$ cat config.mk
export PLATFORM = sky130hd
export DESIGN_NAME = pi1_router_flat
export DESIGN_NICKNAME = d
export VERILOG_FILES = /design/src/rtl/soc_pkg.sv /design/src/rtl/pi1_if.sv /design/src/rtl/pi1_router.sv /design/src/flat_wrapper.sv
export SDC_FILE = /design/constraint.sdc
export NUM_CORES = 1
export LEC_CHECK = 0
export ABC_AREA = 1
export ABC_CLOCK_PERIOD_IN_PS = 4770
export BUFFER_PORTS_ARGS = -buffer_cell sky130_fd_sc_hd__buf_2
export CORE_AREA = 4 4 156 158
export DETAILED_ROUTE_END_ITERATION = 10
export DIE_AREA = 0 0 160 162
export PLACE_DENSITY = 0.41
export SLEW_MARGIN = 20
export SYNTH_ARGS = -nofsm -noshare
export SYNTH_HDL_FRONTEND = slang
export SYNTH_SLANG_ARGS = --single-unit
$ cat constraint.sdc
create_clock -name clk48mhz_i -period 4.77 [get_ports clk48mhz_i]
set_clock_uncertainty 0.1 [all_clocks]
set_input_delay 0.954 -clock clk48mhz_i [delete_from_list [all_inputs] [get_ports clk48mhz_i]]
set_output_delay 0.954 -clock clk48mhz_i [all_outputs]
set_load 0.005 [all_outputs]
$ cat src/rtl/soc_pkg.sv
// ----------------------------------------
// SoC package: bus widths, PI1 operations,
// slave map, device ids and register offsets
// ----------------------------------------
`default_nettype none

package soc_pkg;

	localparam int ARCH_BITS = 32;
	localparam int ADDR_BITS = ARCH_BITS - 2;
	localparam int SEL_BITS = ARCH_BITS / 8;

	// PI1 operation codes
	typedef enum logic [1:0] {
		OP_NONE  = 2'b00,
		OP_WRITE = 2'b01,
		OP_READ  = 2'b10,
		OP_SWAP  = 2'b11
	} pi1_op_t;

	// Regions in map order, invalid region last
	typedef enum logic [1:0] {
		S_RAM,
		S_DEVTBL,
		S_INTCTRL,
		S_INVALID
	} slave_idx_t;

	localparam int SLAVE_COUNT = 3;

	// Region sizes in words
	localparam int MAPSZ_RAM = 256;
	localparam int MAPSZ_DEVTBL = 64;
	localparam int MAPSZ_INTCTRL = 16;

	localparam int DEV_ID_RAM = 1;
	localparam int DEV_ID_DEVTBL = 7;
	localparam int DEV_ID_INTCTRL = 3;

	localparam bit USEINTR_RAM = 1'b0;
	localparam bit USEINTR_DEVTBL = 1'b0;
	localparam bit USEINTR_INTCTRL = 1'b0;

	localparam int SOC_ID = 6;

	localparam int INT_SRC_COUNT = 2;
	localparam int INT_SRC_SDCARD = 0;
	localparam int INT_SRC_SERIAL = 1;

	// Device table word offsets
	localparam int DT_SOCID = 0;
	localparam int DT_COUNT = 1;
	localparam int DT_RSTCTRL = 2;
	localparam int DT_ENTRY = 4;

	// Interrupt controller word offsets
	localparam int IC_PENDING = 0;
	localparam int IC_ENABLE = 1;

endpackage

`default_nettype wire
$ cat src/rtl/pi1_if.sv
// ----------------------------------------
// PI1 bus between router and slaves
// ----------------------------------------
`timescale 1ns/1ns
`default_nettype none

interface pi1_if;

	soc_pkg::pi1_op_t op;
	// Word offset within the selected region
	logic [soc_pkg::ADDR_BITS-1:0] addr;
	logic [soc_pkg::ARCH_BITS-1:0] wdata;
	logic [soc_pkg::SEL_BITS-1:0] sel;
	logic [soc_pkg::ARCH_BITS-1:0] rdata;
	logic rdy;

	modport master (
		output op,
		output addr,
		output wdata,
		output sel,
		input rdata,
		input rdy
	);

	modport slave (
		input op,
		input addr,
		input wdata,
		input sel,
		output rdata,
		output rdy
	);

endinterface

`default_nettype wire

$ cat src/rtl/pi1_router.sv
// ----------------------------------------
// PI1 router: decodes the word address and
// steers requests and read data
// ----------------------------------------
`timescale 1ns/1ns
`default_nettype none

module pi1_router (
	input logic clk48mhz_i,
	input logic sys_rst_i,
	pi1_if.slave host,
	pi1_if.master ram,
	pi1_if.master devtbl,
	pi1_if.master intc
);

	localparam int AW = soc_pkg::ADDR_BITS;

	// Regions lie back to back from address 0
	localparam logic [AW-1:0] BASE_RAM = '0;
	localparam logic [AW-1:0] BASE_DEVTBL = AW'(soc_pkg::MAPSZ_RAM);
	localparam logic [AW-1:0] BASE_INTCTRL = BASE_DEVTBL + AW'(soc_pkg::MAPSZ_DEVTBL);
	localparam logic [AW-1:0] BASE_INVALID = BASE_INTCTRL + AW'(soc_pkg::MAPSZ_INTCTRL);

	soc_pkg::slave_idx_t sel_idx;
	soc_pkg::slave_idx_t sel_q;
	logic slv_rdy;

	always_comb begin
		if (host.addr < BASE_DEVTBL)
			sel_idx = soc_pkg::S_RAM;
		else if (host.addr < BASE_INTCTRL)
			sel_idx = soc_pkg::S_DEVTBL;
		else if (host.addr < BASE_INVALID)
			sel_idx = soc_pkg::S_INTCTRL;
		else
			sel_idx = soc_pkg::S_INVALID;
	end

	// Only the matching region sees the operation
	always_comb begin
		ram.op = soc_pkg::OP_NONE;
		devtbl.op = soc_pkg::OP_NONE;
		intc.op = soc_pkg::OP_NONE;
		case (sel_idx)
			soc_pkg::S_RAM: ram.op = host.op;
			soc_pkg::S_DEVTBL: devtbl.op = host.op;
			soc_pkg::S_INTCTRL: intc.op = host.op;
			default: ;
		endcase
	end

	assign ram.addr = host.addr - BASE_RAM;
	assign devtbl.addr = host.addr - BASE_DEVTBL;
	assign intc.addr = host.addr - BASE_INTCTRL;
	assign ram.wdata = host.wdata;
	assign devtbl.wdata = host.wdata;
	assign intc.wdata = host.wdata;
	assign ram.sel = host.sel;
	assign devtbl.sel = host.sel;
	assign intc.sel = host.sel;

	// Invalid region is always ready
	always_comb begin
		case (sel_idx)
			soc_pkg::S_RAM: slv_rdy = ram.rdy;
			soc_pkg::S_DEVTBL: slv_rdy = devtbl.rdy;
			soc_pkg::S_INTCTRL: slv_rdy = intc.rdy;
			default: slv_rdy = 1'b1;
		endcase
	end

	assign host.rdy = slv_rdy && !sys_rst_i;

	// Remember which region answers the next cycle
	always_ff @(posedge clk48mhz_i) begin
		if (sys_rst_i)
			sel_q <= soc_pkg::S_INVALID;
		else if (host.op != soc_pkg::OP_NONE && host.rdy)
			sel_q <= sel_idx;
	end

	always_comb begin
		case (sel_q)
			soc_pkg::S_RAM: host.rdata = ram.rdata;
			soc_pkg::S_DEVTBL: host.rdata = devtbl.rdata;
			soc_pkg::S_INTCTRL: host.rdata = intc.rdata;
			default: host.rdata = '0;
		endcase
	end

endmodule

`default_nettype wire

$ cat src/flat_wrapper.sv
// flat-port wrapper written by rule: the top's interface ports become plain ports
module pi1_router_flat 
  (clk48mhz_i, sys_rst_i, host_op, host_addr, host_wdata, host_sel, host_rdata, host_rdy, ram_op, ram_addr, ram_wdata, ram_sel, ram_rdata, ram_rdy, devtbl_op, devtbl_addr, devtbl_wdata, devtbl_sel, devtbl_rdata, devtbl_rdy, intc_op, intc_addr, intc_wdata, intc_sel, intc_rdata, intc_rdy);
  pi1_if host_i ();
  pi1_if ram_i ();
  pi1_if devtbl_i ();
  pi1_if intc_i ();
  input logic clk48mhz_i;
  input logic sys_rst_i;
  input wire logic [$bits(host_i.op)-1:0] host_op;
  input wire logic [$bits(host_i.addr)-1:0] host_addr;
  input wire logic [$bits(host_i.wdata)-1:0] host_wdata;
  input wire logic [$bits(host_i.sel)-1:0] host_sel;
  output wire logic [$bits(host_i.rdata)-1:0] host_rdata;
  output wire logic [$bits(host_i.rdy)-1:0] host_rdy;
  output wire logic [$bits(ram_i.op)-1:0] ram_op;
  output wire logic [$bits(ram_i.addr)-1:0] ram_addr;
  output wire logic [$bits(ram_i.wdata)-1:0] ram_wdata;
  output wire logic [$bits(ram_i.sel)-1:0] ram_sel;
  input wire logic [$bits(ram_i.rdata)-1:0] ram_rdata;
  input wire logic [$bits(ram_i.rdy)-1:0] ram_rdy;
  output wire logic [$bits(devtbl_i.op)-1:0] devtbl_op;
  output wire logic [$bits(devtbl_i.addr)-1:0] devtbl_addr;
  output wire logic [$bits(devtbl_i.wdata)-1:0] devtbl_wdata;
  output wire logic [$bits(devtbl_i.sel)-1:0] devtbl_sel;
  input wire logic [$bits(devtbl_i.rdata)-1:0] devtbl_rdata;
  input wire logic [$bits(devtbl_i.rdy)-1:0] devtbl_rdy;
  output wire logic [$bits(intc_i.op)-1:0] intc_op;
  output wire logic [$bits(intc_i.addr)-1:0] intc_addr;
  output wire logic [$bits(intc_i.wdata)-1:0] intc_wdata;
  output wire logic [$bits(intc_i.sel)-1:0] intc_sel;
  input wire logic [$bits(intc_i.rdata)-1:0] intc_rdata;
  input wire logic [$bits(intc_i.rdy)-1:0] intc_rdy;
  assign host_i.op = host_op;
  assign host_i.addr = host_addr;
  assign host_i.wdata = host_wdata;
  assign host_i.sel = host_sel;
  assign host_rdata = host_i.rdata;
  assign host_rdy = host_i.rdy;
  assign ram_op = ram_i.op;
  assign ram_addr = ram_i.addr;
  assign ram_wdata = ram_i.wdata;
  assign ram_sel = ram_i.sel;
  assign ram_i.rdata = ram_rdata;
  assign ram_i.rdy = ram_rdy;
  assign devtbl_op = devtbl_i.op;
  assign devtbl_addr = devtbl_i.addr;
  assign devtbl_wdata = devtbl_i.wdata;
  assign devtbl_sel = devtbl_i.sel;
  assign devtbl_i.rdata = devtbl_rdata;
  assign devtbl_i.rdy = devtbl_rdy;
  assign intc_op = intc_i.op;
  assign intc_addr = intc_i.addr;
  assign intc_wdata = intc_i.wdata;
  assign intc_sel = intc_i.sel;
  assign intc_i.rdata = intc_rdata;
  assign intc_i.rdy = intc_rdy;
  pi1_router u_core (.clk48mhz_i(clk48mhz_i), .sys_rst_i(sys_rst_i), .host(host_i), .ram(ram_i), .devtbl(devtbl_i), .intc(intc_i));
endmodule
== Yosys cells after proc, flatten, opt, wreduce, memory -nomap -nowiden ==
Index checks and enable logic that the tools add are counted.

* Register bits after elaboration: 2
* Latch bits: 0
* RAM bits: 0
* Memory bits (read-only): 0
* Output and inout port bits: 237
* Logic and storage cells: 24
* Memories: 0

* Add/sub/neg operators: 2
* $mul: 0
* Divide/modulo/power cells: 0
* Order comparisons: 3
* Eq/ne operators: 4
* Shifts and indexed selects: 0
* Muxes and demuxes: 8
* Bitwise operators: 0
* Reduce and logical (&&, ||, !) cells: 6

{| class="wikitable"
|+ Operators by type and width
! operator !! number
|-
| 32-bit one-hot mux with 3 select lines || 1
|-
| 30-bit by 9-bit less-than comparator with 1-bit output, second input constant || 3
|-
| 30-bit by 9-bit subtractor with 30-bit output, second input constant || 2
|-
| 2-bit two-way mux || 5
|-
| 2-bit by 1-bit equality test with 1-bit output, second input constant || 2
|-
| 2-bit equality test, second input constant || 2
|-
| 2-bit zero test || 2
|-
| 1-bit one-hot mux with 3 select lines || 1
|-
| 1-bit logical AND || 2
|-
| 2-bit nonzero test || 1
|-
| 1-bit zero test || 1
|-
| 1-bit two-way mux || 1
|}

== Depth between registers and ports, before layout ==
Gate-level depths: netlist of run 1.

* Word-level depth: 8
* Mapped depth: 13
* Gate-level depth less buffers: 13

== Worst setup path before layout of run 1 ==
Ideal clock, no wire load.

* Kind: input -> output
* From: in host_addr[8]
* To: out devtbl_addr[26]
* Arrival time: 2,222 ps
* Path slack: 1,494 ps
* Stages on the path: 11
* Buffers on the path: 1
* Path through: clkbuf_1 -> inv_1 -> ha_1 -> inv_1 -> nor2_8 -> inv_2 -> nor2_4 -> nand3_4 -> nor2_4 -> nand2_1 -> xor2_1

* Cells in the longest elaborated chain, start to end: 1

{| class="wikitable"
|+ RTL lines
! what !! line !! RTL
|-
| start, declared || flat_wrapper.sv:11 || <nowiki>input wire logic [$bits(host_i.addr)-1:0] host_addr;</nowiki>
|-
| 30-bit by 9-bit subtractor with 30-bit output || pi1_router.sv:54 || <nowiki>assign devtbl.addr = host.addr - BASE_DEVTBL;</nowiki>
|-
| end, declared || flat_wrapper.sv:23 || <nowiki>output wire logic [$bits(devtbl_i.addr)-1:0] devtbl_addr;</nowiki>
|}

Every way passes these cells.

== Final worst setup path of run 1 ==
* From: in host_addr[7]
* To: out devtbl_op[0]

* Cells in the longest elaborated chain, start to end: 6
* Elaborated cells between the ends (all ways): 8
* Classes of those cells: order compare (3); eq/ne (1); mux (4)

{| class="wikitable"
|+ RTL lines
! what !! line !! RTL
|-
| 30-bit by 9-bit less-than comparator with 1-bit output || pi1_router.sv:34 || <nowiki>else if (host.addr < BASE_INVALID)</nowiki>
|-
| 1-bit two-way mux || pi1_router.sv:34 ||
|-
| 2-bit two-way mux || pi1_router.sv:32 || <nowiki>else if (host.addr < BASE_INTCTRL)</nowiki>
|-
| 2-bit two-way mux (*) || pi1_router.sv:30 || <nowiki>if (host.addr < BASE_DEVTBL)</nowiki>
|-
| 2-bit by 1-bit equality test with 1-bit output (*) || pi1_router.sv:45 || <nowiki>case (sel_idx)</nowiki>
|-
| 2-bit two-way mux (*) || pi1_router.sv:45 ||
|-
| end, declared || flat_wrapper.sv:22 || <nowiki>output wire logic [$bits(devtbl_i.op)-1:0] devtbl_op;</nowiki>
|}

Mark *: on every way between the ends. The rest lies on a longest branch, timed or not.

==> results, run 1 <==
- The number of nets in the layout is 786.
- The minimum clock period is 3.741 ns.
- After floorplanning, the core was divided into 56 placement rows.
- The type of origin of the critical path is a primary input.
- The root buffer cell is sky130_fd_sc_hd__clkbuf_16.
- The number of max-cap violations is 0.
- The wire length of the first global-routing pass is 19490 um.
- The kind of end point of the critical path is a primary output.
- The height of the die is 162 um.
- The number of antenna violations at the first check in global routing was 0.
- Across the VDD grid, the largest voltage drop is 0.00008055 V.
- For this run, the register share of the synthesized area comes to 1.270%.
- The average instance area after synthesis is 5.972 um^2.
- The total track usage is 9.222%.
- Routability-driven placement finished with a final weighted congestion of 0.8424.
- The start of the worst register-to-register path is u_core.sel_q[1].
- The peak clock frequency supported by timing is 267.3 MHz.
- The final period utilization is 78.42%.
- The top cell type's share of synthesized area is 36.19%.
- The ratio of routed vias to standard cells is 3.819.
- The worst hold path begins at sys_rst_i.
- The total nets after synthesis is 702.
- After synthesis, the netlist uses 26 different library cells.
- The clock tree from TritonCTS is done.
- The floorplan die width is 160 um.
- The H-tree level count is 1.
- After global routing the overflow that remains totals 0.
- The number of buffers and inverters on the critical path is 5.
- The number of global-route vias before repair came to 3554.
- For this run, the detailed router's first-pass iteration total came to 4.
- The worst stage delay on the critical path is 0.33 ns.
- The largest registers in the layout are u_core.sel_q: 2 flops.
- The hold buffer count at cts is 0.
- The total standard cell area after synthesis is 3153 um^2.
- CTS saw 2 sinks.
- The number of buffers added by the clock tree synthesis step is 3.
- The share of post-route cells with drive strength above 1 is 46.56%.
- The largest net degree at the start of global routing is 35.
- The worst min-delay path category is primary input to flop.
- The most common library cell in the layout ignoring fill and taps is sky130_fd_sc_hd__buf_2.
- Traced cell by cell, the critical path runs through buf_2, inv_1, ha_1, inv_1, nand2_1, nand3_1, inv_1, nor2_1, o21ai_0, nand3_1, nor2_1, buf_2.
- In the final routed layout, each cell accounts on average for 14.57 um.
- The worst-case headroom to the max-slew limit is 28.01%.
- The via count is 3437.
- During placement, the flow inserted port buffers numbering 245.
- The family with the most delay on the worst path is simple AND/OR/NAND/NOR gates.
- Cells fill 15.75% of the core in the end.
- The area growth from synthesis to layout is 15.48%.
- The die covers 25920 um^2.
- The run finished with clean final reports.
- The post-synthesis register bit count is 2.
- The clock reaches the later pin of the worst-skew pair after 0.22 ns.
- The flip-flop count of the largest register, all copies and words added is 2.
- Ranked by flip-flop count, first place goes to u_core.sel_q.
- The final wirelength is 13110 um.
- The setup path with the least slack is of type primary input to primary output.
- The effective utilization at floorplan is 13.64%.
- The reg-to-reg setup timing slack is 3.16 ns.
- The final-report hold violation count is 0.
- The total power divided by cell area is 119.5 nW/um^2.
- The clock passes through at most 2 buffers.
- The final setup TNS is 0 ns.
- In the routed design, unresolved DRC markers number 0.
- At the pin with the least slew margin, the transition time is 1.079 ns.
- Once placement finished, the instance area stood at 3566 um^2.
- Synthesis produced 528 cells.
- Once detailed placement completed, the half-perimeter wirelength came to 11200 um.
- The top cell types in the final layout, fill and taps aside, are 245 x sky130_fd_sc_hd__buf_2, 105 x sky130_fd_sc_hd__nand3_1, 74 x sky130_fd_sc_hd__nand2_1.
- By area the synthesized netlist is led by sky130_fd_sc_hd__buf_4 36%, sky130_fd_sc_hd__nand3_1 17%, sky130_fd_sc_hd__xor2_1 11%, sky130_fd_sc_hd__nand2_1 8.8%, sky130_fd_sc_hd__inv_1 5.4%.
- After clock tree synthesis, the clock-pin slew on the worst setup and hold paths is 0.03 ns.
- The final antenna diode count is 0.
- Gates resized during post-CTS repair numbered 0.
- The most common cell type on the critical path is sky130_fd_sc_hd__inv_1.
- Setup repair after global routing left no endpoint under its margin.
- In this run the worst path has a maximum fanout of 5.
- Data on the critical path is required at its endpoint by 3.72 ns.
- The floorplan step defined a core boundary enclosing 23120 um^2.
- The count of boundary I/O pins is 406.
- The beginning of the critical path is host_addr[7].
- The analysis attributes to cell leakage a power of 1.962 nW.
- The count of routing violations after the opening detailed-route iteration is 143.
- The number of pins exceeding their max-slew limit in the final report is 0.
- The finished layout cell area is 3641 um^2.
- The number of nets with antenna violations after detailed routing is 0.
- The Yosys step of the flow raised 0 warnings.
- The largest area contributor in the synthesized netlist is sky130_fd_sc_hd__buf_4.
- After clock tree synthesis, the setup repair step added 0 buffers.
- Counting the fill cells in the layout gives 2712.
- Setup violations remaining at the end of the flow were counted as 0.
- The worst endpoint data arrival time is 2.69 ns.
- The slowest stage of the critical path belongs to the cell sky130_fd_sc_hd__o21ai_0.
==> logic make-up after synthesis <==
kind of cell,Yosys count,synth area share [%]
AOI/OAI and AO/OA,4,0.7539
and+or+nand+nor,255,40.04
xor gates and xnor gates,42,11.67
DFF,2,1.270
adders and majority gates,5,1.984
buffers and inverters,220,44.29
==> final timing paths <==
check	end	depth (start not counted)
hold / removal	u_core.sel_q[1]	5
setup / recovery	devtbl_op[0]	12
hold reg to reg	u_core.sel_q[1]	4
setup reg to reg	u_core.sel_q[1]	4
==> power by group <==
part           total [mW]  switching (mW)  internal, mW
combinational       0.291           0.165         0.126
sequential         0.0197         0.00127        0.0184
clock               0.124          0.0178         0.107
==> cells in the mapped netlist <==
library cell               instances
sky130_fd_sc_hd__buf_4           152
sky130_fd_sc_hd__nand3_1         105
sky130_fd_sc_hd__nand2_1          74
sky130_fd_sc_hd__inv_1            45
sky130_fd_sc_hd__nor2_1           42
sky130_fd_sc_hd__xor2_1           38
sky130_fd_sc_hd__clkbuf_1         14
sky130_fd_sc_hd__nor2_4            8
sky130_fd_sc_hd__nor3_1            6
sky130_fd_sc_hd__ha_1              5
sky130_fd_sc_hd__inv_2             5
sky130_fd_sc_hd__buf_1             4
sky130_fd_sc_hd__nand2_2           4
sky130_fd_sc_hd__nor2_2            4
sky130_fd_sc_hd__xnor2_1           4
sky130_fd_sc_hd__nand3_2           3
sky130_fd_sc_hd__nand4_1           3
sky130_fd_sc_hd__dfxtp_1           2
sky130_fd_sc_hd__nand3_4           2
sky130_fd_sc_hd__o21ai_0           2
sky130_fd_sc_hd__nand2_4           1
sky130_fd_sc_hd__nor2_8            1
sky130_fd_sc_hd__nor3_2            1
sky130_fd_sc_hd__nor4_1            1
sky130_fd_sc_hd__o21ai_1           1
sky130_fd_sc_hd__o21ai_2           1
==> per-stage QoR <==
stage | setup slack [ns] | total power [mW] | instances | hold WS (ns)
floorplan | 1.494 | 0.2442 | 528 | 0.6397
global placement | 0.9617 | 0.3183 | 897 | 1.166
global route | 0.7924 | 0.4740 | 900 | 1.108
finish | 1.029 | 0.4350 | 900 | 1.048
detailed placement | 0.9737 | 0.3144 | 897 | 1.151
CTS | 0.9587 | 0.4424 | 900 | 1.060
==> metal layers <==
layer	global-route usage (%)	up-vias	routed length, um	part of all wire, %
met1	10.09	1458	5101	39
met2	16.22	310	6045	46
li1	-	1665	-	-
met3	4.999	4	1875	14
met4	1.212	0	89	0.68
met5	0	-	0	0
==> cell type report <==
type,instances,area (um^2),area share (%)
multi-input combinational,306,1719,47.22
timing repair buffer,249,1256,34.50
tap,290,362.8,9.966
inverter,50,187.7,5.155
clock buffer,3,75.07,2.062
sequential,2,40.04,1.100
==> worst reg2reg max path, delay by kind of cell, from the launching register on <==
kind	cells	cell delay, ns
buffers and inverters	1	0.80
DFF	1	0.34
and+or+nand+nor	3	0.26
Power figures use the tool's default switching activity.
==> inputs of run 2 (changes only) <==
--- a/config.mk
+++ b/config.mk
@@ -5,8 +5,8 @@
 export SDC_FILE = /design/constraint.sdc
 export NUM_CORES = 1
 export LEC_CHECK = 0
-export ABC_AREA = 1
-export ABC_CLOCK_PERIOD_IN_PS = 4770
+export ABC_AREA = 0
+export ABC_CLOCK_PERIOD_IN_PS = 3300
 export BUFFER_PORTS_ARGS = -buffer_cell sky130_fd_sc_hd__buf_2
 export CORE_AREA = 4 4 156 158
 export DETAILED_ROUTE_END_ITERATION = 10
==> constraint.sdc (replaced) <==
create_clock -name clk48mhz_i -period 3.3 [get_ports clk48mhz_i]
set_clock_uncertainty 0.1 [all_clocks]
set_input_delay 0.66 -clock clk48mhz_i [delete_from_list [all_inputs] [get_ports clk48mhz_i]]
set_output_delay 0.66 -clock clk48mhz_i [all_outputs]
set_load 0.005 [all_outputs]
==> run 2 against run 1 <==
Compared with the run above:
- clock power rose by 44%
- largest cell class unchanged
- core utilization barely moved
- the run now ends with negative setup slack left
- design area up 0.14%
- worst setup slack got worse by 1.1 ns
- count of clock-buffer cells in the layout unchanged
- largest power group unchanged
- hold slack worse by 0.48 ns
==> results, run 2 <==
- Setup repair after global routing could not meet its margin everywhere.
- The maximum net fanout on the critical path is 4 (-1).
- In the post-synthesis netlist, the biggest area contributors are sky130_fd_sc_hd__buf_4 40%, sky130_fd_sc_hd__mux2i_1 11%, sky130_fd_sc_hd__xor2_1 7.3%, sky130_fd_sc_hd__nand2_1 5.9%, sky130_fd_sc_hd__o21ai_0 5.8%.
- The largest register by flop count is u_core.sel_q.
- The worst hold slack came to 0.5659 ns (-0.4820 ns).
- The largest area contributor in the synthesized netlist is sky130_fd_sc_hd__buf_4.
- The most common library cell in the layout ignoring fill and taps is sky130_fd_sc_hd__buf_2.
- The effective utilization at floorplan came to 12.39% (-1.2 points).
- The clock edge transition at the registers on the reported setup and hold paths is 0.03 ns (about the same).
- The H-tree level count came to 1 (unchanged).
- The number of nets with antenna violations after detailed routing was 0 (unchanged).
- The fraction of synthesized area in multiplexers is 11.18% (+11 points).
- The most used flip-flop cell after synthesis is sky130_fd_sc_hd__dfxtp_1.
- The number of port buffers was 245 (unchanged).
- The worst endpoint data arrival time is 2.56 ns (-0.13 ns).
- The clock sink total is 2 (unchanged).
- The number of buffers added by the clock tree synthesis step came to 3 (unchanged).
- In the post-synthesis netlist, the cell with the most instances is sky130_fd_sc_hd__buf_4.
- The clock latency reported for the late side of the worst-skew pair came to 0.21 ns (about the same).
- In the final layout, the registers with the most flip-flops are u_core.sel_q: 2 flops.
- The total standard cell area after synthesis is 2865 um^2 (-9.1%).
- The area inside the core boundary is 23120 um^2 (unchanged).
- The final period utilization is 100.7%.
- The maximum buffer depth of the clock tree was 2 (unchanged).
- The tree is rooted in a sky130_fd_sc_hd__clkbuf_16.
- The final wirelength is 12820 um (-2.2%).
- The post-synthesis register bit count came to 2 (unchanged).
- The clock tree from TritonCTS is done.
- The reg-to-reg setup timing slack was 2.26 ns (-0.90 ns).
- The proportion of synthesized flip-flops having asynchronous set or reset is 0% (unchanged).
- The largest net degree at the start of global routing was 34 (-2.9%).
- The type of the worst setup path is primary input to primary output.
- The share of post-route cells with drive strength above 1 came to 56.50% (+9.9 points).
- The hold buffer count at cts is 0 (unchanged).
- The height of the die is 162 um (unchanged).
- The portion of the post-synthesis area used by sequential elements is 1.397% (+0.13 points).
- The share of the synthesized area in compound gates (AO/OA/AOI/OAI) was 9.389% (+8.6 points).
- The number of pins exceeding their max-slew limit in the final report came to 0 (unchanged).
- The flip-flop count of the largest register, all copies and words added was 2 (unchanged).
- The number of search-and-repair iterations in the first detailed-routing pass came to 4 (unchanged).
- The xor and xnor fraction of the mapped netlist area was 12.53% (+0.87 points).
- The placement-stage worst setup slack is -0.1669 ns (-1.141 ns).
- The count of routing violations after the opening detailed-route iteration came to 127 (-11%).
- The smallest setup slack after layout came to -0.02244 ns (-1.052 ns).
- The distinct cell type count after synthesis is 39 (+50%).
- The count of yosys warnings during synthesis is 0 (unchanged).
- The total power divided by cell area is 132.3 nW/um^2 (+11%).
- The final routed wire length divided by cell count came to 15.61 um (+7.2%).
- The data required time of the worst path is 2.54 ns (-1.18 ns).
- The flow ran to the end, but the final reports show violations.
- The number of filler instances in the final layout is 2709 (-0.11%).
- STA classifies the critical path endpoint as a primary output.
- The worst min-delay path category is flop to flop.
- The leakage component of the power is 2.044 nW (+4.2%).
- The synthesized instance count is 418 (-21%).
- The post-detailed-route DRC marker count came to 0 (unchanged).
- The worst-case headroom to the max-slew limit is 56.48% (+28 points).
- The main combinational cell family by area after synthesis is buffers and inverters.
- The final antenna diode count was 0 (unchanged).
- The total congestion overflow came to 0 (unchanged).
- The minimum clock period is 3.322 ns.
- The weighted congestion reported at the end of routability-driven placement is 0.7911 (-6.1%).
- The number of antenna violations at the first check in global routing was 0 (unchanged).
- The share of synthesized cell area in and, or, nand and nor gates is 19.30% (-21 points).
- The total nets after synthesis is 592 (-16%).
- The number of failing setup endpoints in the final timing report is 2 (+2).
- The transition time of the tightest slew-check pin is 0.6504 ns (-0.4282 ns).
- The total half-perimeter wirelength after legalization and detailed placement was 11250 um (+0.43%).
- The total track usage came to 8.903% (-0.32 points).
- The count of flip-flops with a built-in enable after synthesis was 0 (unchanged).
- Static timing analysis puts the maximum clock frequency at 301.0 MHz.
- The type of origin of the critical path is a primary input.
- The number of global-route vias before repair was 2962 (-17%).
- The number of nets in the layout was 707 (-10%).
- The top cell type's share of synthesized area is 39.83% (+3.6 points).
- The floorplan die width is 160 um (unchanged).
- The final setup TNS came to -0.04190 ns (-0.04190 ns).
- The ratio of routed vias to standard cells came to 3.599 (-5.8%).
- Leaving out fill and tap cells, the most frequent cells in the layout are 243 x sky130_fd_sc_hd__buf_2, 45 x sky130_fd_sc_hd__nand2_1, 34 x sky130_fd_sc_hd__buf_4.
- The via count is 2955 (-14%).
- The fraction of the mapped netlist area in adder cells is 2.183% (+0.20 points).
- The average instance area after synthesis is 6.855 um^2 (+15%).
- Counting instances in the post-synthesis netlist gives the leading cell types as 152 x sky130_fd_sc_hd__buf_4, 45 x sky130_fd_sc_hd__nand2_1, 33 x sky130_fd_sc_hd__o21ai_0.
- The final reports fail on negative setup slack.
- The peak ir drop on the vdd network is 0.0002751 V (+240%).
- The final-report hold violation count is 0 (unchanged).
- The number of max-cap violations is 0 (unchanged).
- From synthesis to final layout, the design area changed by 27.25%.
- The site row count is 56 (unchanged).
- The count of boundary I/O pins is 406 (unchanged).
- The wire length of the first global-routing pass is 18140 um (-6.9%).
- The die area is 25920 um^2 (unchanged).
## run 2: cell types whose count changed in the layout (fill, tap and decap cells not counted), moves of 5 or more
cell / before / now
sky130_fd_sc_hd__nor2_4: 8 / 0
sky130_fd_sc_hd__nor3_1: 6 / 12
sky130_fd_sc_hd__or3_1: 0 / 7
sky130_fd_sc_hd__nor2_2: 5 / 0
sky130_fd_sc_hd__nand2_1: 74 / 45
sky130_fd_sc_hd__o21ai_0: 2 / 33
sky130_fd_sc_hd__nor2_1: 41 / 20
sky130_fd_sc_hd__inv_2: 6 / 0
sky130_fd_sc_hd__mux2i_1: 0 / 32
sky130_fd_sc_hd__xnor2_1: 4 / 17
sky130_fd_sc_hd__xor2_1: 38 / 24
sky130_fd_sc_hd__buf_4: 4 / 34
sky130_fd_sc_hd__nand3_1: 105 / 2
sky130_fd_sc_hd__inv_1: 44 / 9
## run 2: worst max-delay path, stage by stage
cell                     delay, ns
sky130_fd_sc_hd__buf_6        0.09
sky130_fd_sc_hd__or2_4        0.24
sky130_fd_sc_hd__or4_4        0.51
sky130_fd_sc_hd__or4_4        0.57
sky130_fd_sc_hd__nor4_4       0.21
sky130_fd_sc_hd__and2_1       0.17
sky130_fd_sc_hd__buf_2        0.11
## run 2: layout make-up
class | count | area (um^2) | area share, %
clock buffers | 3 | 75.07 | 2.059
inverters | 9 | 33.78 | 0.9266
well taps | 290 | 362.8 | 9.952
repair buffers | 281 | 1525 | 41.83
flip-flops and latches | 2 | 41.29 | 1.132
multi-input cells | 236 | 1608 | 44.10
## run 2: report_power, final
group / internal, mW / switching [mW] / leakage [nW]
logic: 0.147 / 0.132 / 1.99
clock network: 0.154 / 0.0254 / 0.0370
registers: 0.0244 / 0.0000000121 / 0.0157
## run 2: path summary, 6_finish.rpt
check                         end  cells after the start       startpoint
setup / recovery       intc_op[1]                      7    host_addr[24]
hold / removal    u_core.sel_q[0]                      2  u_core.sel_q[0]
setup reg to reg  u_core.sel_q[1]                      3  u_core.sel_q[1]
hold reg to reg   u_core.sel_q[0]                      2  u_core.sel_q[0]
## run 2: cells by family (layout without fill, tap and decap cells)
kind of cell,Yosys count,count (layout)
XOR/XNOR,41,41
buffers and inverters,180,293
adder cells (fa/ha/maj),5,5
AND/OR/NAND/NOR,114,114
AO/OA/AOI/OAI,44,44
multiplexers,32,32
flip-flops,2,2
## run 2: repair_timing
item	4_1_cts	5_1_grt
pin swaps	2	1
setup buffers	1	1
resized for setup	7	3
setup endpoints to repair	4	9
cloned	0	0
## run 2: layer usage
metal / vias to the layer above / track usage [%] / share of wire [%]
li1: 1452 / - / -
met1: 1312 / 11.05 / 41
met2: 134 / 14.84 / 48
met3: 57 / 2.081 / 7.3
met4: 0 / 3.754 / 3.6
met5: - / 0 / 0
## run 2: metrics by stage
step,util [%],power [mW],cell area (um^2),std cells
3_5_place_dp,15.13,0.3029,3498,816
5_1_grt,15.77,0.5189,3646,821
6_report,15.77,0.4824,3646,821
3_3_place_gp,15.13,0.3027,3498,816
2_1_floorplan,-,0.2503,2865,418
4_1_cts,15.67,0.4885,3622,820
==> inputs of run 3 (changes only) <==
--- a/config.mk
+++ b/config.mk
@@ -5,13 +5,13 @@
 export SDC_FILE = /design/constraint.sdc
 export NUM_CORES = 1
 export LEC_CHECK = 0
-export ABC_AREA = 0
+export ABC_AREA = 1
 export ABC_CLOCK_PERIOD_IN_PS = 3300
 export BUFFER_PORTS_ARGS = -buffer_cell sky130_fd_sc_hd__buf_2
 export CORE_AREA = 4 4 156 158
 export DETAILED_ROUTE_END_ITERATION = 10
 export DIE_AREA = 0 0 160 162
-export PLACE_DENSITY = 0.41
+export PLACE_DENSITY = 0.43
 export SLEW_MARGIN = 20
 export SYNTH_ARGS = -nofsm -noshare
 export SYNTH_HDL_FRONTEND = slang
==> run 3 against run 2 <==
Compared with the run above:
- the flow now finishes without violations
- cell count increased by 10%
- sequential share of layout area is essentially flat
- worst setup slack better by 0.34 ns
- largest power group unchanged
- non-clock buffer count is 28 lower
- core utilization rose by 0.22 points
- register-to-register slack got worse by 0.34 ns
- critical path depth grew 5
- maximum frequency increased by 12%
- sequential power is 20% higher
- hold slack better by 0.22 ns
- routed wire length is 6.2% higher
- sequential cell count unchanged
==> results, run 3 (same netlist as run 1, synthesis figures left out) <==
- The effective utilization at floorplan is 13.64% (+1.2 points).
- The final routed wire length divided by cell count is 15.05 um (-3.6%).
- The floorplan die width is 160 um (unchanged).
- The placement-stage worst setup slack is 0.2531 ns (+0.4199 ns).
- The transition time of the tightest slew-check pin came to 0.4240 ns (-0.2264 ns).
- The flow ran to the end, and the final reports show no timing, DRC or antenna violations.
- The worst hold path begins at sys_rst_i.
- The total half-perimeter wirelength after legalization and detailed placement is 11850 um (+5.3%).
- The flip-flop count of the largest register, all copies and words added is 2 (unchanged).
- The start of the worst register-to-register path is u_core.sel_q[0].
- The root buffer cell is sky130_fd_sc_hd__clkbuf_16.
- The sequential cell area is 40.04 um^2 (-3.0%).
- The critical path goes through buf_2, inv_1, ha_1, inv_1, nand2_1, nand3_1, inv_1, nor2_1, o21ai_0, nand3_1, nor2_1, buf_2.
- The die area was 25920 um^2 (unchanged).
- The kind of end point of the critical path is a primary output.
- The peak ir drop on the vdd network came to 0.0001334 V (-52%).
- The leakage component of the power is 1.989 nW (-2.7%).
- The number of port buffers is 245 (unchanged).
- The height of the die is 162 um (unchanged).
- The peak clock frequency supported by timing is 335.8 MHz (+12%).
- The area inside the core boundary was 23120 um^2 (unchanged).
- The number of global-route vias before repair is 3633 (+23%).
- The number of search-and-repair iterations in the first detailed-routing pass was 4 (unchanged).
- The share of post-route cells with drive strength above 1 was 46.74% (-9.8 points).
- The count of boundary I/O pins is 406 (unchanged).
- The number of cells traversed by the worst hold path is 5 (+3).
- The placed cell count is 901 (+10%).
- The worst reg-to-reg path cell count is 6 (+3).
- The post-cts sizing count is 0 (-7).
- The clock tree from TritonCTS is done.
- The clock sink total came to 2 (unchanged).
- The final wirelength was 13610 um (+6.2%).
- The number of antenna violations at the first check in global routing is 0 (unchanged).
- The final standard cell utilization of the core is 15.98% (+0.22 points).
- The clock latency reported for the late side of the worst-skew pair was 0.22 ns (about the same).
- The maximum buffer depth of the clock tree was 2 (unchanged).
- The number of buffers and inverters on the critical path is 5 (+3).
- Leaving out fill and tap cells, the most frequent cell in the layout is sky130_fd_sc_hd__buf_2.
- The post-detailed-route DRC marker count is 0 (unchanged).
- The count of routing violations after the opening detailed-route iteration is 137 (+7.9%).
- In the final layout, the registers with the most flip-flops are u_core.sel_q: 2 flops.
- The H-tree level count is 1 (unchanged).
- The family with the most delay on the worst path is simple AND/OR/NAND/NOR gates.
- The worst min-delay path category is primary input to flop.
- The wire length of the first global-routing pass came to 20310 um (+12%).
- The weighted congestion reported at the end of routability-driven placement is 0.8200 (+3.7%).
- The number of buffers added by the clock tree synthesis step came to 3 (unchanged).
- The number of cells on the critical path was 12 (+5).
- The number of failing setup endpoints in the final timing report is 0 (-2).
- The endpoint identified for the worst register-to-register timing path is u_core.sel_q[0].
- The worst setup path is launched from a primary input.
- The number of nets in the layout is 790 (+12%).
- Counting stages on the worst path, the most repeated cell is sky130_fd_sc_hd__inv_1.
- The setup fix buffers added after clock tree synthesis is 0 (-1).
- The reg-to-reg setup timing slack is 1.92 ns (-0.34 ns).
- The via count is 3552 (+20%).
- The type of the worst setup path is primary input to primary output.
- The worst stage delay on the critical path is 0.25 ns (-0.32 ns).
- The worst hold path terminates at u_core.sel_q[1].
- The final setup TNS is 0 ns (+0.04190 ns).
- The final period utilization came to 90.25% (-10 points).
- The number of max-cap violations came to 0 (unchanged).
- The minimum clock period was 2.978 ns (-0.3441 ns).
- The total power is 0.6426 mW (+33%).
- Leaving out fill and tap cells, the most frequent cells in the layout are 245 x sky130_fd_sc_hd__buf_2, 105 x sky130_fd_sc_hd__nand3_1, 74 x sky130_fd_sc_hd__nand2_1.
- The data required time of the worst path is 2.54 ns (about the same).
- The total power divided by cell area was 173.9 nW/um^2 (+31%).
- The total track usage is 9.649% (+0.75 points).
- The count of placed standard cells in the final layout, fillers left out came to 904 (+10%).
- The worst endpoint data arrival time came to 2.22 ns (-0.34 ns).
- The final-report hold violation count was 0 (unchanged).
- The clock edge transition at the registers on the reported setup and hold paths was 0.03 ns (about the same).
- The total congestion overflow is 0 (unchanged).
- The area of the multi-input gates is 1719 um^2 (+6.9%).
- The hold buffer count at cts was 0 (unchanged).
- Setup repair after global routing left no endpoint under its margin.
- The ratio of routed vias to standard cells is 3.929 (+9.2%).
- The worst-case headroom to the max-slew limit is 71.70% (+15 points).
- The number of nets with antenna violations after detailed routing came to 0 (unchanged).
- The smallest setup slack after layout is 0.3217 ns (+0.3441 ns).
- The largest net degree at the start of global routing came to 31 (-8.8%).
- The number of filler instances in the final layout is 2739 (+1.1%).
- The slowest library cell on the worst path is sky130_fd_sc_hd__o21ai_0.
- The number of pins exceeding their max-slew limit in the final report is 0 (unchanged).
- The largest register by flop count is u_core.sel_q.
- The final antenna diode count came to 0 (unchanged).
- The maximum net fanout on the critical path is 5 (+1).
- Compared with the post-synthesis result, the final layout area differs by 17.22%.
- The site row count was 56 (unchanged).
==> run 3: cell types whose count changed in the layout (fill, tap and decap cells not counted), moves of 13 or more <==
cell and change:
sky130_fd_sc_hd__inv_1 +36, sky130_fd_sc_hd__nand3_1 +103, sky130_fd_sc_hd__nor2_1 +21, sky130_fd_sc_hd__xnor2_1 -13
sky130_fd_sc_hd__buf_4 -28, sky130_fd_sc_hd__xor2_1 +14, sky130_fd_sc_hd__mux2i_1 -32, sky130_fd_sc_hd__o21ai_0 -31
sky130_fd_sc_hd__nand2_1 +29
==> run 3: through the flow <==
step | hold WS, ns | area [um^2]
6_report | 0.7836 | 3696
5_1_grt | 0.8288 | 3696
4_1_cts | 0.8082 | 3696
3_5_place_dp | 0.9123 | 3621
3_3_place_gp | 0.9088 | 3621
2_1_floorplan | 0.6397 | 3153
==> run 3: where the power goes <==
part | switching, mW | internal (mW) | total, mW
combinational | 0.243 | 0.190 | 0.434
sequential | 0.00264 | 0.0266 | 0.0293
clock | 0.0258 | 0.154 | 0.180
total | 0.272 | 0.371 | 0.643
==> run 3: worst register-to-register path: cells and delay by family (launching register included) <==
kind	cells	cell delay, ns
buf+inv	3	0.65
flops	1	0.28
simple gates	3	0.23
==> run 3: layout make-up <==
class	count	share of cell area, %
multi-input cells	306	46.51
repair buffers	253	35.48
well taps	290	9.817
inverters	50	5.078
clock buffers	3	2.031
flip-flops and latches	2	1.083
==> run 3: worst max path at each step <==
stage	slack, ns	from	to
after floorplan	0.61	host_addr[8]	devtbl_addr[26]
final	0.32	host_addr[7]	devtbl_op[0]
after CTS	0.25	host_addr[7]	devtbl_op[0]
after global routing	0.06	host_addr[7]	devtbl_op[0]
after global placement	0.34	host_addr[7]	intc_addr[22]
after detailed placement	0.25	host_addr[7]	devtbl_op[0]
==> run 3: layer usage <==
layer  track usage [%]  up-vias  part of all wire [%]  wire length, um
met3             4.923       12                    15             1996
met1             10.21     1520                    36             4922
met4             1.603        0                  0.91              124
met5                 0        -                     0                0
met2             17.48      344                    48             6565
li1                  -     1676                     -                -
